===== src/include/axi_ic_defines.svh =====
`ifndef AXI_IC_DEFINES_SVH
`define AXI_IC_DEFINES_SVH

// ========================================
// Bus widths
// ========================================
`define AXI_ID_BITS       4
`define AXI_IDS_BITS      8
`define AXI_ADDR_BITS     32
`define AXI_DATA_BITS     32
`define AXI_STRB_BITS     4
`define AXI_LEN_BITS      4
`define AXI_SIZE_BITS     3

// ========================================
// Decode and response codes
// ========================================
// Address bit that picks slave 1 over slave 0
`define AXI_SLAVE_SEL_BIT 16

`define AXI_RESP_OKAY     2'b00

`endif


===== src/hw/axi_ic_pkg.sv =====
`include "axi_ic_defines.svh"

package axi_ic_pkg;

	// ========================================
	// Channel fields
	// ========================================
	typedef logic [`AXI_ID_BITS-1:0]   id_t;
	typedef logic [`AXI_IDS_BITS-1:0]  sid_t;
	typedef logic [`AXI_ADDR_BITS-1:0] addr_t;
	typedef logic [`AXI_DATA_BITS-1:0] data_t;
	typedef logic [`AXI_STRB_BITS-1:0] strb_t;
	typedef logic [`AXI_LEN_BITS-1:0]  len_t;
	typedef logic [`AXI_SIZE_BITS-1:0] size_t;
	typedef logic [1:0]                burst_t;
	typedef logic [1:0]                resp_t;

	// ========================================
	// Grant states
	// ========================================
	// One grant at a time, named by master, slave and direction
	typedef enum logic [2:0] {
		GNT_IDLE     = 3'd0,
		GNT_M0_S0_RD = 3'd1,
		GNT_M0_S1_RD = 3'd2,
		GNT_M1_S0_RD = 3'd3,
		GNT_M1_S1_RD = 3'd4,
		GNT_M1_S0_WR = 3'd5,
		GNT_M1_S1_WR = 3'd6
	} grant_e;

endpackage


===== src/hw/axi_ic_arbiter.sv =====
`timescale 1ns/10ps
`include "axi_ic_defines.svh"

module axi_ic_arbiter (
	input  logic               ACLK,
	input  logic               ARESETn,
	input  logic               arvalid_m0,
	input  axi_ic_pkg::addr_t  araddr_m0,
	input  logic               arvalid_m1,
	input  axi_ic_pkg::addr_t  araddr_m1,
	input  logic               awvalid_m1,
	input  axi_ic_pkg::addr_t  awaddr_m1,
	input  logic               rvalid_m0,
	input  logic               rready_m0,
	input  logic               rlast_m0,
	input  logic               rvalid_m1,
	input  logic               rready_m1,
	input  logic               rlast_m1,
	input  logic               bvalid_m1,
	input  logic               bready_m1,
	output axi_ic_pkg::grant_e grant
);

	axi_ic_pkg::grant_e grant_nxt;
	logic               txn_done;

	// Closing handshake of the granted transaction
	always_comb
	begin
		case (grant)
			axi_ic_pkg::GNT_M0_S0_RD,
			axi_ic_pkg::GNT_M0_S1_RD:
				txn_done = rvalid_m0 && rready_m0 && rlast_m0;
			axi_ic_pkg::GNT_M1_S0_RD,
			axi_ic_pkg::GNT_M1_S1_RD:
				txn_done = rvalid_m1 && rready_m1 && rlast_m1;
			axi_ic_pkg::GNT_M1_S0_WR,
			axi_ic_pkg::GNT_M1_S1_WR:
				txn_done = bvalid_m1 && bready_m1;
			default:
				txn_done = 1'b0;
		endcase
	end

	// Fixed priority from idle only, so every grant ends in one idle cycle
	always_comb
	begin
		grant_nxt = grant;
		if (grant == axi_ic_pkg::GNT_IDLE)
		begin
			if (arvalid_m0)
			begin
				if (araddr_m0[`AXI_SLAVE_SEL_BIT])
					grant_nxt = axi_ic_pkg::GNT_M0_S1_RD;
				else
					grant_nxt = axi_ic_pkg::GNT_M0_S0_RD;
			end
			else if (arvalid_m1)
			begin
				if (araddr_m1[`AXI_SLAVE_SEL_BIT])
					grant_nxt = axi_ic_pkg::GNT_M1_S1_RD;
				else
					grant_nxt = axi_ic_pkg::GNT_M1_S0_RD;
			end
			else if (awvalid_m1)
			begin
				if (awaddr_m1[`AXI_SLAVE_SEL_BIT])
					grant_nxt = axi_ic_pkg::GNT_M1_S1_WR;
				else
					grant_nxt = axi_ic_pkg::GNT_M1_S0_WR;
			end
		end
		else if (txn_done)
			grant_nxt = axi_ic_pkg::GNT_IDLE;
	end

	always_ff @(posedge ACLK or negedge ARESETn)
	begin
		if (!ARESETn)
			grant <= axi_ic_pkg::GNT_IDLE;
		else
			grant <= grant_nxt;
	end

	a_grant_hold: assert property (@(posedge ACLK) disable iff (!ARESETn)
		(grant != axi_ic_pkg::GNT_IDLE && !txn_done) |=> grant == $past(grant));

endmodule


===== src/hw/axi_ic_read_path.sv =====
`timescale 1ns/10ps
`include "axi_ic_defines.svh"

module axi_ic_read_path (
	input  axi_ic_pkg::grant_e grant,
	// Master 0
	input  axi_ic_pkg::id_t    arid_m0,
	input  axi_ic_pkg::addr_t  araddr_m0,
	input  axi_ic_pkg::len_t   arlen_m0,
	input  axi_ic_pkg::size_t  arsize_m0,
	input  axi_ic_pkg::burst_t arburst_m0,
	input  logic               arvalid_m0,
	output logic               arready_m0,
	output axi_ic_pkg::id_t    rid_m0,
	output axi_ic_pkg::data_t  rdata_m0,
	output axi_ic_pkg::resp_t  rresp_m0,
	output logic               rlast_m0,
	output logic               rvalid_m0,
	input  logic               rready_m0,
	// Master 1
	input  axi_ic_pkg::id_t    arid_m1,
	input  axi_ic_pkg::addr_t  araddr_m1,
	input  axi_ic_pkg::len_t   arlen_m1,
	input  axi_ic_pkg::size_t  arsize_m1,
	input  axi_ic_pkg::burst_t arburst_m1,
	input  logic               arvalid_m1,
	output logic               arready_m1,
	output axi_ic_pkg::id_t    rid_m1,
	output axi_ic_pkg::data_t  rdata_m1,
	output axi_ic_pkg::resp_t  rresp_m1,
	output logic               rlast_m1,
	output logic               rvalid_m1,
	input  logic               rready_m1,
	// Slave 0
	output axi_ic_pkg::sid_t   arid_s0,
	output axi_ic_pkg::addr_t  araddr_s0,
	output axi_ic_pkg::len_t   arlen_s0,
	output axi_ic_pkg::size_t  arsize_s0,
	output axi_ic_pkg::burst_t arburst_s0,
	output logic               arvalid_s0,
	input  logic               arready_s0,
	input  axi_ic_pkg::sid_t   rid_s0,
	input  axi_ic_pkg::data_t  rdata_s0,
	input  axi_ic_pkg::resp_t  rresp_s0,
	input  logic               rlast_s0,
	input  logic               rvalid_s0,
	output logic               rready_s0,
	// Slave 1
	output axi_ic_pkg::sid_t   arid_s1,
	output axi_ic_pkg::addr_t  araddr_s1,
	output axi_ic_pkg::len_t   arlen_s1,
	output axi_ic_pkg::size_t  arsize_s1,
	output axi_ic_pkg::burst_t arburst_s1,
	output logic               arvalid_s1,
	input  logic               arready_s1,
	input  axi_ic_pkg::sid_t   rid_s1,
	input  axi_ic_pkg::data_t  rdata_s1,
	input  axi_ic_pkg::resp_t  rresp_s1,
	input  logic               rlast_s1,
	input  logic               rvalid_s1,
	output logic               rready_s1
);

	logic to_m0;
	logic to_m1;
	logic to_s0;
	logic to_s1;

	// ========================================
	// Grant decode
	// ========================================
	assign to_m0 = grant == axi_ic_pkg::GNT_M0_S0_RD || grant == axi_ic_pkg::GNT_M0_S1_RD;
	assign to_m1 = grant == axi_ic_pkg::GNT_M1_S0_RD || grant == axi_ic_pkg::GNT_M1_S1_RD;
	assign to_s0 = grant == axi_ic_pkg::GNT_M0_S0_RD || grant == axi_ic_pkg::GNT_M1_S0_RD;
	assign to_s1 = grant == axi_ic_pkg::GNT_M0_S1_RD || grant == axi_ic_pkg::GNT_M1_S1_RD;

	// ========================================
	// AR toward the slaves
	// ========================================
	// Master number goes in the upper ID field
	assign arid_s0    = to_s0 ? {axi_ic_pkg::id_t'(to_m1), to_m1 ? arid_m1 : arid_m0} : '0;
	assign araddr_s0  = to_s0 ? (to_m1 ? araddr_m1 : araddr_m0) : '0;
	assign arlen_s0   = to_s0 ? (to_m1 ? arlen_m1 : arlen_m0) : '0;
	assign arsize_s0  = to_s0 ? (to_m1 ? arsize_m1 : arsize_m0) : '0;
	assign arburst_s0 = to_s0 ? (to_m1 ? arburst_m1 : arburst_m0) : '0;
	assign arvalid_s0 = to_s0 && (to_m1 ? arvalid_m1 : arvalid_m0);
	assign rready_s0  = to_s0 && (to_m1 ? rready_m1 : rready_m0);

	assign arid_s1    = to_s1 ? {axi_ic_pkg::id_t'(to_m1), to_m1 ? arid_m1 : arid_m0} : '0;
	assign araddr_s1  = to_s1 ? (to_m1 ? araddr_m1 : araddr_m0) : '0;
	assign arlen_s1   = to_s1 ? (to_m1 ? arlen_m1 : arlen_m0) : '0;
	assign arsize_s1  = to_s1 ? (to_m1 ? arsize_m1 : arsize_m0) : '0;
	assign arburst_s1 = to_s1 ? (to_m1 ? arburst_m1 : arburst_m0) : '0;
	assign arvalid_s1 = to_s1 && (to_m1 ? arvalid_m1 : arvalid_m0);
	assign rready_s1  = to_s1 && (to_m1 ? rready_m1 : rready_m0);

	// ========================================
	// R back to the masters
	// ========================================
	assign arready_m0 = to_m0 && (to_s1 ? arready_s1 : arready_s0);
	assign rid_m0     = to_m0 ? (to_s1 ? rid_s1[`AXI_ID_BITS-1:0] : rid_s0[`AXI_ID_BITS-1:0]) : '0;
	assign rdata_m0   = to_m0 ? (to_s1 ? rdata_s1 : rdata_s0) : '0;
	assign rresp_m0   = to_m0 ? (to_s1 ? rresp_s1 : rresp_s0) : '0;
	assign rlast_m0   = to_m0 && (to_s1 ? rlast_s1 : rlast_s0);
	assign rvalid_m0  = to_m0 && (to_s1 ? rvalid_s1 : rvalid_s0);

	assign arready_m1 = to_m1 && (to_s1 ? arready_s1 : arready_s0);
	assign rid_m1     = to_m1 ? (to_s1 ? rid_s1[`AXI_ID_BITS-1:0] : rid_s0[`AXI_ID_BITS-1:0]) : '0;
	assign rdata_m1   = to_m1 ? (to_s1 ? rdata_s1 : rdata_s0) : '0;
	assign rresp_m1   = to_m1 ? (to_s1 ? rresp_s1 : rresp_s0) : '0;
	assign rlast_m1   = to_m1 && (to_s1 ? rlast_s1 : rlast_s0);
	assign rvalid_m1  = to_m1 && (to_s1 ? rvalid_s1 : rvalid_s0);

	a_ar_one_slave: assert final (!(arvalid_s0 && arvalid_s1))
		else $error("AR request driven to both slaves");

endmodule


===== src/hw/axi_ic_write_path.sv =====
`timescale 1ns/10ps
`include "axi_ic_defines.svh"

module axi_ic_write_path (
	input  axi_ic_pkg::grant_e grant,
	// Master 1
	input  axi_ic_pkg::id_t    awid_m1,
	input  axi_ic_pkg::addr_t  awaddr_m1,
	input  axi_ic_pkg::len_t   awlen_m1,
	input  axi_ic_pkg::size_t  awsize_m1,
	input  axi_ic_pkg::burst_t awburst_m1,
	input  logic               awvalid_m1,
	output logic               awready_m1,
	input  axi_ic_pkg::data_t  wdata_m1,
	input  axi_ic_pkg::strb_t  wstrb_m1,
	input  logic               wlast_m1,
	input  logic               wvalid_m1,
	output logic               wready_m1,
	output axi_ic_pkg::id_t    bid_m1,
	output axi_ic_pkg::resp_t  bresp_m1,
	output logic               bvalid_m1,
	input  logic               bready_m1,
	// Slave 0
	output axi_ic_pkg::sid_t   awid_s0,
	output axi_ic_pkg::addr_t  awaddr_s0,
	output axi_ic_pkg::len_t   awlen_s0,
	output axi_ic_pkg::size_t  awsize_s0,
	output axi_ic_pkg::burst_t awburst_s0,
	output logic               awvalid_s0,
	input  logic               awready_s0,
	output axi_ic_pkg::data_t  wdata_s0,
	output axi_ic_pkg::strb_t  wstrb_s0,
	output logic               wlast_s0,
	output logic               wvalid_s0,
	input  logic               wready_s0,
	input  axi_ic_pkg::sid_t   bid_s0,
	input  axi_ic_pkg::resp_t  bresp_s0,
	input  logic               bvalid_s0,
	output logic               bready_s0,
	// Slave 1
	output axi_ic_pkg::sid_t   awid_s1,
	output axi_ic_pkg::addr_t  awaddr_s1,
	output axi_ic_pkg::len_t   awlen_s1,
	output axi_ic_pkg::size_t  awsize_s1,
	output axi_ic_pkg::burst_t awburst_s1,
	output logic               awvalid_s1,
	input  logic               awready_s1,
	output axi_ic_pkg::data_t  wdata_s1,
	output axi_ic_pkg::strb_t  wstrb_s1,
	output logic               wlast_s1,
	output logic               wvalid_s1,
	input  logic               wready_s1,
	input  axi_ic_pkg::sid_t   bid_s1,
	input  axi_ic_pkg::resp_t  bresp_s1,
	input  logic               bvalid_s1,
	output logic               bready_s1
);

	logic to_s0;
	logic to_s1;

	assign to_s0 = grant == axi_ic_pkg::GNT_M1_S0_WR;
	assign to_s1 = grant == axi_ic_pkg::GNT_M1_S1_WR;

	// ========================================
	// AW and W toward the slaves
	// ========================================
	// Only master 1 writes, so the upper ID field is always 1
	assign awid_s0    = to_s0 ? {axi_ic_pkg::id_t'(1'b1), awid_m1} : '0;
	assign awaddr_s0  = to_s0 ? awaddr_m1 : '0;
	assign awlen_s0   = to_s0 ? awlen_m1 : '0;
	assign awsize_s0  = to_s0 ? awsize_m1 : '0;
	assign awburst_s0 = to_s0 ? awburst_m1 : '0;
	assign awvalid_s0 = to_s0 && awvalid_m1;
	assign wdata_s0   = to_s0 ? wdata_m1 : '0;
	assign wstrb_s0   = to_s0 ? wstrb_m1 : '0;
	assign wlast_s0   = to_s0 && wlast_m1;
	assign wvalid_s0  = to_s0 && wvalid_m1;
	assign bready_s0  = to_s0 && bready_m1;

	assign awid_s1    = to_s1 ? {axi_ic_pkg::id_t'(1'b1), awid_m1} : '0;
	assign awaddr_s1  = to_s1 ? awaddr_m1 : '0;
	assign awlen_s1   = to_s1 ? awlen_m1 : '0;
	assign awsize_s1  = to_s1 ? awsize_m1 : '0;
	assign awburst_s1 = to_s1 ? awburst_m1 : '0;
	assign awvalid_s1 = to_s1 && awvalid_m1;
	assign wdata_s1   = to_s1 ? wdata_m1 : '0;
	assign wstrb_s1   = to_s1 ? wstrb_m1 : '0;
	assign wlast_s1   = to_s1 && wlast_m1;
	assign wvalid_s1  = to_s1 && wvalid_m1;
	assign bready_s1  = to_s1 && bready_m1;

	// ========================================
	// Ready and B back to master 1
	// ========================================
	assign awready_m1 = (to_s0 && awready_s0) || (to_s1 && awready_s1);
	assign wready_m1  = (to_s0 && wready_s0) || (to_s1 && wready_s1);
	assign bvalid_m1  = (to_s0 && bvalid_s0) || (to_s1 && bvalid_s1);
	assign bresp_m1   = to_s1 ? bresp_s1 : (to_s0 ? bresp_s0 : '0);
	// Lower ID field only
	assign bid_m1     = to_s1 ? bid_s1[`AXI_ID_BITS-1:0]
		: (to_s0 ? bid_s0[`AXI_ID_BITS-1:0] : '0);

	a_w_s0_granted: assert final (!wvalid_s0 || grant == axi_ic_pkg::GNT_M1_S0_WR)
		else $error("W beat on slave 0 without its write grant");
	a_w_s1_granted: assert final (!wvalid_s1 || grant == axi_ic_pkg::GNT_M1_S1_WR)
		else $error("W beat on slave 1 without its write grant");

endmodule


===== src/hw/axi_interconnect.sv =====
`timescale 1ns/10ps

module axi_interconnect (
	input  logic               ACLK,
	input  logic               ARESETn,
	// ========================================
	// Master 0, read only
	// ========================================
	input  axi_ic_pkg::id_t    arid_m0,
	input  axi_ic_pkg::addr_t  araddr_m0,
	input  axi_ic_pkg::len_t   arlen_m0,
	input  axi_ic_pkg::size_t  arsize_m0,
	input  axi_ic_pkg::burst_t arburst_m0,
	input  logic               arvalid_m0,
	output logic               arready_m0,
	output axi_ic_pkg::id_t    rid_m0,
	output axi_ic_pkg::data_t  rdata_m0,
	output axi_ic_pkg::resp_t  rresp_m0,
	output logic               rlast_m0,
	output logic               rvalid_m0,
	input  logic               rready_m0,
	// ========================================
	// Master 1
	// ========================================
	input  axi_ic_pkg::id_t    arid_m1,
	input  axi_ic_pkg::addr_t  araddr_m1,
	input  axi_ic_pkg::len_t   arlen_m1,
	input  axi_ic_pkg::size_t  arsize_m1,
	input  axi_ic_pkg::burst_t arburst_m1,
	input  logic               arvalid_m1,
	output logic               arready_m1,
	output axi_ic_pkg::id_t    rid_m1,
	output axi_ic_pkg::data_t  rdata_m1,
	output axi_ic_pkg::resp_t  rresp_m1,
	output logic               rlast_m1,
	output logic               rvalid_m1,
	input  logic               rready_m1,
	input  axi_ic_pkg::id_t    awid_m1,
	input  axi_ic_pkg::addr_t  awaddr_m1,
	input  axi_ic_pkg::len_t   awlen_m1,
	input  axi_ic_pkg::size_t  awsize_m1,
	input  axi_ic_pkg::burst_t awburst_m1,
	input  logic               awvalid_m1,
	output logic               awready_m1,
	input  axi_ic_pkg::data_t  wdata_m1,
	input  axi_ic_pkg::strb_t  wstrb_m1,
	input  logic               wlast_m1,
	input  logic               wvalid_m1,
	output logic               wready_m1,
	output axi_ic_pkg::id_t    bid_m1,
	output axi_ic_pkg::resp_t  bresp_m1,
	output logic               bvalid_m1,
	input  logic               bready_m1,
	// ========================================
	// Slave 0
	// ========================================
	output axi_ic_pkg::sid_t   arid_s0,
	output axi_ic_pkg::addr_t  araddr_s0,
	output axi_ic_pkg::len_t   arlen_s0,
	output axi_ic_pkg::size_t  arsize_s0,
	output axi_ic_pkg::burst_t arburst_s0,
	output logic               arvalid_s0,
	input  logic               arready_s0,
	input  axi_ic_pkg::sid_t   rid_s0,
	input  axi_ic_pkg::data_t  rdata_s0,
	input  axi_ic_pkg::resp_t  rresp_s0,
	input  logic               rlast_s0,
	input  logic               rvalid_s0,
	output logic               rready_s0,
	output axi_ic_pkg::sid_t   awid_s0,
	output axi_ic_pkg::addr_t  awaddr_s0,
	output axi_ic_pkg::len_t   awlen_s0,
	output axi_ic_pkg::size_t  awsize_s0,
	output axi_ic_pkg::burst_t awburst_s0,
	output logic               awvalid_s0,
	input  logic               awready_s0,
	output axi_ic_pkg::data_t  wdata_s0,
	output axi_ic_pkg::strb_t  wstrb_s0,
	output logic               wlast_s0,
	output logic               wvalid_s0,
	input  logic               wready_s0,
	input  axi_ic_pkg::sid_t   bid_s0,
	input  axi_ic_pkg::resp_t  bresp_s0,
	input  logic               bvalid_s0,
	output logic               bready_s0,
	// ========================================
	// Slave 1
	// ========================================
	output axi_ic_pkg::sid_t   arid_s1,
	output axi_ic_pkg::addr_t  araddr_s1,
	output axi_ic_pkg::len_t   arlen_s1,
	output axi_ic_pkg::size_t  arsize_s1,
	output axi_ic_pkg::burst_t arburst_s1,
	output logic               arvalid_s1,
	input  logic               arready_s1,
	input  axi_ic_pkg::sid_t   rid_s1,
	input  axi_ic_pkg::data_t  rdata_s1,
	input  axi_ic_pkg::resp_t  rresp_s1,
	input  logic               rlast_s1,
	input  logic               rvalid_s1,
	output logic               rready_s1,
	output axi_ic_pkg::sid_t   awid_s1,
	output axi_ic_pkg::addr_t  awaddr_s1,
	output axi_ic_pkg::len_t   awlen_s1,
	output axi_ic_pkg::size_t  awsize_s1,
	output axi_ic_pkg::burst_t awburst_s1,
	output logic               awvalid_s1,
	input  logic               awready_s1,
	output axi_ic_pkg::data_t  wdata_s1,
	output axi_ic_pkg::strb_t  wstrb_s1,
	output logic               wlast_s1,
	output logic               wvalid_s1,
	input  logic               wready_s1,
	input  axi_ic_pkg::sid_t   bid_s1,
	input  axi_ic_pkg::resp_t  bresp_s1,
	input  logic               bvalid_s1,
	output logic               bready_s1
);

	// Single grant shared by both paths
	axi_ic_pkg::grant_e grant;

	axi_ic_arbiter arbiter_inst (.*);

	axi_ic_read_path read_path_inst (.*);

	axi_ic_write_path write_path_inst (.*);

endmodule


===== config.mk =====
export PLATFORM = sky130hd
export DESIGN_NAME = axi_interconnect
export DESIGN_NICKNAME = d
export VERILOG_FILES = /design/src/hw/axi_ic_pkg.sv /design/src/hw/axi_ic_arbiter.sv /design/src/hw/axi_ic_read_path.sv /design/src/hw/axi_ic_write_path.sv /design/src/hw/axi_interconnect.sv
export VERILOG_INCLUDE_DIRS = /design/src /design/src/include
export SDC_FILE = /design/constraint.sdc
export NUM_CORES = 1
export LEC_CHECK = 0
export BUFFER_PORTS_ARGS = -buffer_cell sky130_fd_sc_hd__buf_2
export CAP_MARGIN = 20
export CORE_AREA = 10 10 255 257
export CTS_BUF_LIST = sky130_fd_sc_hd__clkbuf_8
export CTS_CLUSTER_DIAMETER = 40
export DETAILED_ROUTE_END_ITERATION = 12
export DIE_AREA = 0 0 265 267
export GPL_ROUTABILITY_DRIVEN = 0
export PLACE_DENSITY_LB_ADDON = 0.2
export SLEW_MARGIN = 10
export SYNTH_ARGS = -nofsm -noshare
export SYNTH_HDL_FRONTEND = slang
export SYNTH_SLANG_ARGS = --single-unit

===== constraint.sdc =====
create_clock -name ACLK -period 1.65 [get_ports ACLK]
set_input_delay 0.0825 -clock ACLK [delete_from_list [all_inputs] [get_ports ACLK]]
set_output_delay 0.0825 -clock ACLK [all_outputs]
set_load 0.02 [all_outputs]

==> flow_summary.toml, run 1 <==
[layout]
largest_register_ffs = 3
drive_gt1_share_pct = 81.7
post-route-util_pct = 19.6
top_register = "arbiter_inst.grant"
final_nets = 1572
areaGrowthSynthToFinish_pct = 243
top_regs = "arbiter_inst.grant: 3 flops"

[detailed_routing]
ant_nets = 0
wire_per_inst_um = 19.4
route.detailed.drc = 0
avgViaCountPerCell = 3.33
routed-via-count = 6862
drtIter0Drc = 205
routed_wl_um = 39900
dr.pass1.iters = 4

[critical_path]
cp-endpoint = "bid_m1[1]"
cp_cell_sequence = "buf_6 -> buf_6 -> and3_4 -> buf_12 -> clkbuf_16 -> buf_8 -> a22o_1 -> buf_6"
end_kind = "primary output"
path_class = "reg -> out"
path_buf_inv = 6
crit_required_ns = 1.57
worstPathArrival_ns = 1.90
start_kind = "flip-flop"
regToRegEndpoint = "arbiter_inst.grant[2]"
cp_slowest_cell = "dfrtp_1"
critPathLaunch = "arbiter_inst.grant[2]"
critical_path_depth = 8
critPathMostFrequentCell = "buf_6"
rrSetupSlack_ns = -0.01
r2r_start = "arbiter_inst.grant[2]"
crit_fanout = 9
reg2reg_depth = 7
crit_family = "buffers and inverters"
max_stage_delay_ns = 0.41

[grt]
grt_usage_pct = 9.13
first_global_vias = 7159
grt.overflow.total = 0
grt_max_degree = 46
grt_pass1_wl_um = 48300
antenna_found_initial = 9

[place]
port_buffers = 639
dp_hpwl_um = 28400

[clocking]
clk_latency_ns = 0.22
clkSinkCount = 3
cts_max_level = 1
cts_tree = "done"
clk_pin_slew_ns = 0.03
cts_buffer_depth = 2
cts-root-buf = "clkbuf_8"
cts_buffers = 3

[power]
p_clk_share_pct = 1.0
cellLeakagePower_nw = 5.79
sw_frac_of_total_pct = 51.0
power_frac_seq_pct = 0.7
ir_drop_v = 0.000931
power_density_nw_per_um2 = 1880
power.total_mw = 22.1
netSwitchingPower_mw = 11.3
p_comb_share_pct = 98.3
internal-power_mw = 10.8

[floorplanning]
num_rows = 90
core_um2 = 59900
die_y_um = 267
dieArea_um2 = 70800
initial_utilization_pct = 5.72
io_pins = 668
fp.dieW_um = 265

[logic_synthesis]
ys_ff_latch = 3
async_flop_share_pct = 100
ys_types = 36
postSynthCellCount = 554
synth_ff_type = "dfrtp_1"
synth_warnings = 0
synth_seq_area_share_pct = 2.19
synth_area_um2 = 3430
synth_edf_count = 0
synth.avg_cell_area_um2 = 6.19

[sta]
min_period_ns = 1.99
rsz0062_at_grt = "yes"
hold_slack_ns = 0.227
timing.final.crit_share_pct = 120
drv_slew = 0
fin_ws_ns = -0.336
max_freq_ghz = 0.504
hold_viol = 0
fin_skew_ns = 0.00302
setup_violations = 351
tns_ns = -79.11

[min_path]
hold_path.class = "in -> reg"
hold_depth = 2

[outcome]
violations = "negative setup slack"
status = "finished with violations"

[job]
drv_cap = 0
[placed cells by master, fill, tap and decap left out, types with 2 or more instances in the layout]
master     instances
buf_2            443
buf_6            180
and2_1           112
nor2_2            95
buf_4             87
and2_4            58
mux2i_4           49
nor2_1            44
nor2_4            39
mux2i_1           28
buf_12            28
clkbuf_16         15
mux2i_2           13
conb_1            12
buf_16            12
a22o_1             9
diode_2            5
nand2_1            5
o21ai_0            4
buf_8              4
nand2b_4           3
clkbuf_8           3
inv_4              2
inv_1              2
nor3_1             2
dfrtp_1            2
[cells by family (layout without fill, tap and decap cells)]
| family | after synthesis | after routing | share of synthesized area (%) |
|---|---|---|---|
| flops | 3 | 3 | 2.19 |
| buf+inv | 68 | 777 | 11.7 |
| mux | 90 | 90 | 26.3 |
| other cells | 1 | 17 | 0.109 |
| simple gates | 367 | 367 | 54.0 |
| compound gates | 24 | 24 | 5.47 |
| xor+xnor | 1 | 1 | 0.255 |
[worst min-delay path by stage]
stage	from	end	slack, ns
2_1_floorplan	ARESETn	arbiter_inst.grant[0]	-0.21
3_3_place_gp	ARESETn	arbiter_inst.grant[2]	-0.11
3_5_place_dp	ARESETn	arbiter_inst.grant[2]	-0.10
4_1_cts	arvalid_m0	arbiter_inst.grant[2]	0.21
5_1_grt	arvalid_m0	arbiter_inst.grant[2]	0.23
6_report	arvalid_m0	arbiter_inst.grant[2]	0.23
[worst register-to-register path, stage by stage, from the launching register on]
cell and delay [ns]:
dfrtp_1 0.40, buf_6 0.14, buf_6 0.11, buf_4 0.10
nor3b_4 0.19, o2bb2ai_2 0.16, a2bb2oi_1 0.29, o22ai_1 0.14
[Yosys cell counts (all sizes together) (3+ instances only)]
library cell	n	area share [%]
a22o	9	2.3
dfrtp	3	2.2
clkbuf	22	2.4
nor2	178	20
and2	170	31
nand2b	4	1.2
buf	43	9.0
inv	3	0.33
mux2i	90	26
nand2	6	0.66
o21ai	5	0.73
[routing by layer]
metal,track usage (%),up-vias,routed length [µm]
met5,0,-,17
met4,2.24,2,854
met3,3.49,28,3600
li1,-,3210,-
met1,9.41,3218,14800
met2,17.1,404,20700
[power by group through the flow]
stage	Sequential, mW	Combinational (mW)	Clock (mW)
floorplan	0.133	8.39	0
global placement	0.139	14.5	0
detailed placement	0.141	14.3	0
CTS	0.153	18.6	0.215
global route	0.161	22.9	0.227
finish	0.154	21.7	0.211
[layout make-up]
cell class | instances | area [µm²]
tap | 782 | 978
multi-input combinational | 494 | 4390
clock inverter | 1 | 3.75
sequential | 3 | 76.3
clock buffer | 3 | 41.3
inverter | 3 | 16.3
antenna | 5 | 12.5
fill | 6671 | 48200
timing repair buffer | 770 | 6230
[what timing repair did]
action	in CTS	in global routing
cloned	12	19
hold endpoints to repair	3	0
setup buffers	10	11
resized for setup	235	416
pin swaps	4	78
hold buffers	1	0
endpoints found under the setup margin	356	359
[per-stage QoR]
stage / cell area, µm² / worst slack, ns / std cells
finish: 11800 / -0.336 / 2061
global route: 11700 / -0.406 / 2058
CTS: 9770 / -0.348 / 2029
floorplan: 3730 / -0.0710 / 565
detailed placement: 8360 / -0.156 / 2002
global placement: 8360 / -0.161 / 2002
(Power assumes the default switching activity.)
==> inputs of run 2 (changes only) <==
Settings changed: SETUP_SLACK_MARGIN set to 0.4.
==> run 2 against run 1 <==
  * First-iteration DRC count fell by 11%
  * Wire length up 1.8%
  * Register-to-register slack got worse by 0.27 ns
  * Worst setup slack worse by 0.10 ns
  * Via count increased by 1.0%
  * Global-route usage grew 0.78 points
  * Flip-flop and latch count unchanged
  * Clock-buffer cell count unchanged
  * Critical path depth is 1 higher
  * Largest cell class unchanged
  * Die area unchanged
  * The run still ends with negative setup slack left
  * Fmax shrank 4.9%
  * Clock skew is 0.0029 ns lower
==> flow_summary.toml, run 2 (same netlist as run 1, synthesis figures left out) <==
[critical_path]
crit_family = "buffers and inverters"
critical_path_depth = 9
critPathMostFrequentCell = "buf_6"
crit_fanout = 6
start_kind = "flip-flop"
crit_required_ns = 1.57
end_kind = "primary output"
worstPathArrival_ns = 2.00
max_stage_delay_ns = 0.38
cp_slowest_cell = "dfrtp_1"
regToRegEndpoint = "arbiter_inst.grant[0]"
critPathLaunch = "arbiter_inst.grant[1]"
path_class = "reg -> out"
r2r_start = "arbiter_inst.grant[1]"
reg2reg_depth = 10
cp_cell_sequence = "buf_6 -> nand2b_4 -> o22a_4 -> buf_8 -> buf_6 -> mux2i_2 -> nor2_1 -> buf_4 -> buf_6"
rrSetupSlack_ns = -0.28
path_buf_inv = 5
cp-endpoint = "araddr_s0[0]"

[floorplanning]
initial_utilization_pct = 5.72
die_y_um = 267
core_um2 = 59900
io_pins = 668
fp.dieW_um = 265
dieArea_um2 = 70800
num_rows = 90

[min_path]
hold_path.class = "in -> async"

[grt]
grt_usage_pct = 9.91
grt_pass1_wl_um = 52400
first_global_vias = 7263
grt.overflow.total = 0
antenna_found_initial = 6
grt_max_degree = 29

[sta]
fin_ws_ns = -0.437
hold_viol = 0
min_period_ns = 2.09
setup_violations = 361
rsz0062_at_grt = "yes"
fin_skew_ns = 0.000163
timing.final.crit_share_pct = 127
drv_slew = 0
max_freq_ghz = 0.479

[clocking]
clk_pin_slew_ns = 0.03
cts-root-buf = "clkbuf_8"
cts_tree = "done"
cts_buffer_depth = 2
clk_latency_ns = 0.22
cts_max_level = 1
cts_buffers = 3
clkSinkCount = 3

[outcome]
violations = "negative setup slack"
status = "finished with violations"

[place]
dp_hpwl_um = 31700
dpl_cell_area_um2 = 9040
post-place-cells = 1995
port_buffers = 639

[job]
drv_cap = 0

[detailed_routing]
routed_wl_um = 40700
route.detailed.drc = 0
avgViaCountPerCell = 3.33
drtIter0Drc = 183
routed-via-count = 6931
dr.pass1.iters = 4
wire_per_inst_um = 19.5
ant_nets = 0

[power]
power_density_nw_per_um2 = 1880
ir_drop_v = 0.00104
cellLeakagePower_nw = 6.19

[layout]
post-route-util_pct = 23.1
final_nets = 1594
stdcell_count = 2080
largest_register_ffs = 3
postLayoutCellArea_um2 = 13800
final_cell_mix = "buf_6 (314), buf_2 (308), and2_4 (118)"
drive_gt1_share_pct = 89.1
top_regs = "arbiter_inst.grant: 3 flops"
final_common_cell = "buf_6"
top_register = "arbiter_inst.grant"
areaGrowthSynthToFinish_pct = 303
-- run 2: layer usage --
metal / vias up / wire (µm) / track usage [%]
li1: 3261 / - / -
met4: 6 / 203 / 0.978
met5: - / 42 / 0
met3: 18 / 3730 / 3.58
met1: 3323 / 15400 / 11.4
met2: 323 / 21300 / 17.8
-- run 2: how the worst min path moves through the flow --
stage / from / end / slack [ns]
floorplan: ARESETn / arbiter_inst.grant[0] / -0.21
global placement: ARESETn / arbiter_inst.grant[2] / -0.11
detailed placement: ARESETn / arbiter_inst.grant[0] / -0.11
CTS: arvalid_m0 / arbiter_inst.grant[2] / 0.26
global route: arvalid_m0 / arbiter_inst.grant[2] / 0.30
finish: ARESETn / arbiter_inst.grant[1] / 0.26
-- run 2: power by group --
group          internal [mW]  switching, mW  leakage (nW)  total, mW
clock network          0.158         0.0493        0.0269      0.208
registers              0.109         0.0326        0.0363      0.142
logic                   13.2           12.5          6.13       25.6
-- run 2: through the flow --
step	setup TNS [ns]	setup WS (ns)	total power, mW	hold slack [ns]
3_3_place_gp	-39.22	-0.265	16.6	-0.111
4_1_cts	-115.19	-0.431	21.4	0.259
6_report	-107.39	-0.437	26.0	0.263
5_1_grt	-133.91	-0.509	27.3	0.298
3_5_place_dp	-42.72	-0.282	16.5	-0.114
2_1_floorplan	0	0.0333	10.6	-0.213
-- run 2: timing repair --
item / in CTS / in global routing
setup buffers: 30 / 20
hold buffers: 1 / 0
gates cloned: 13 / 15
endpoints found under the hold margin: 3 / 0
endpoints found under the setup margin: 362 / 362
resized for setup: 332 / 674
pin swaps: 29 / 149
-- run 2: layout make-up --
class / instances / area, µm²
antenna: 2 / 5.00
clock buffer: 3 / 41.3
clock inverter: 1 / 3.75
fill: 6488 / 46100
inverter: 3 / 16.3
multi-input combinational: 494 / 5290
sequential: 3 / 75.1
tap: 782 / 978
timing repair buffer: 792 / 7430
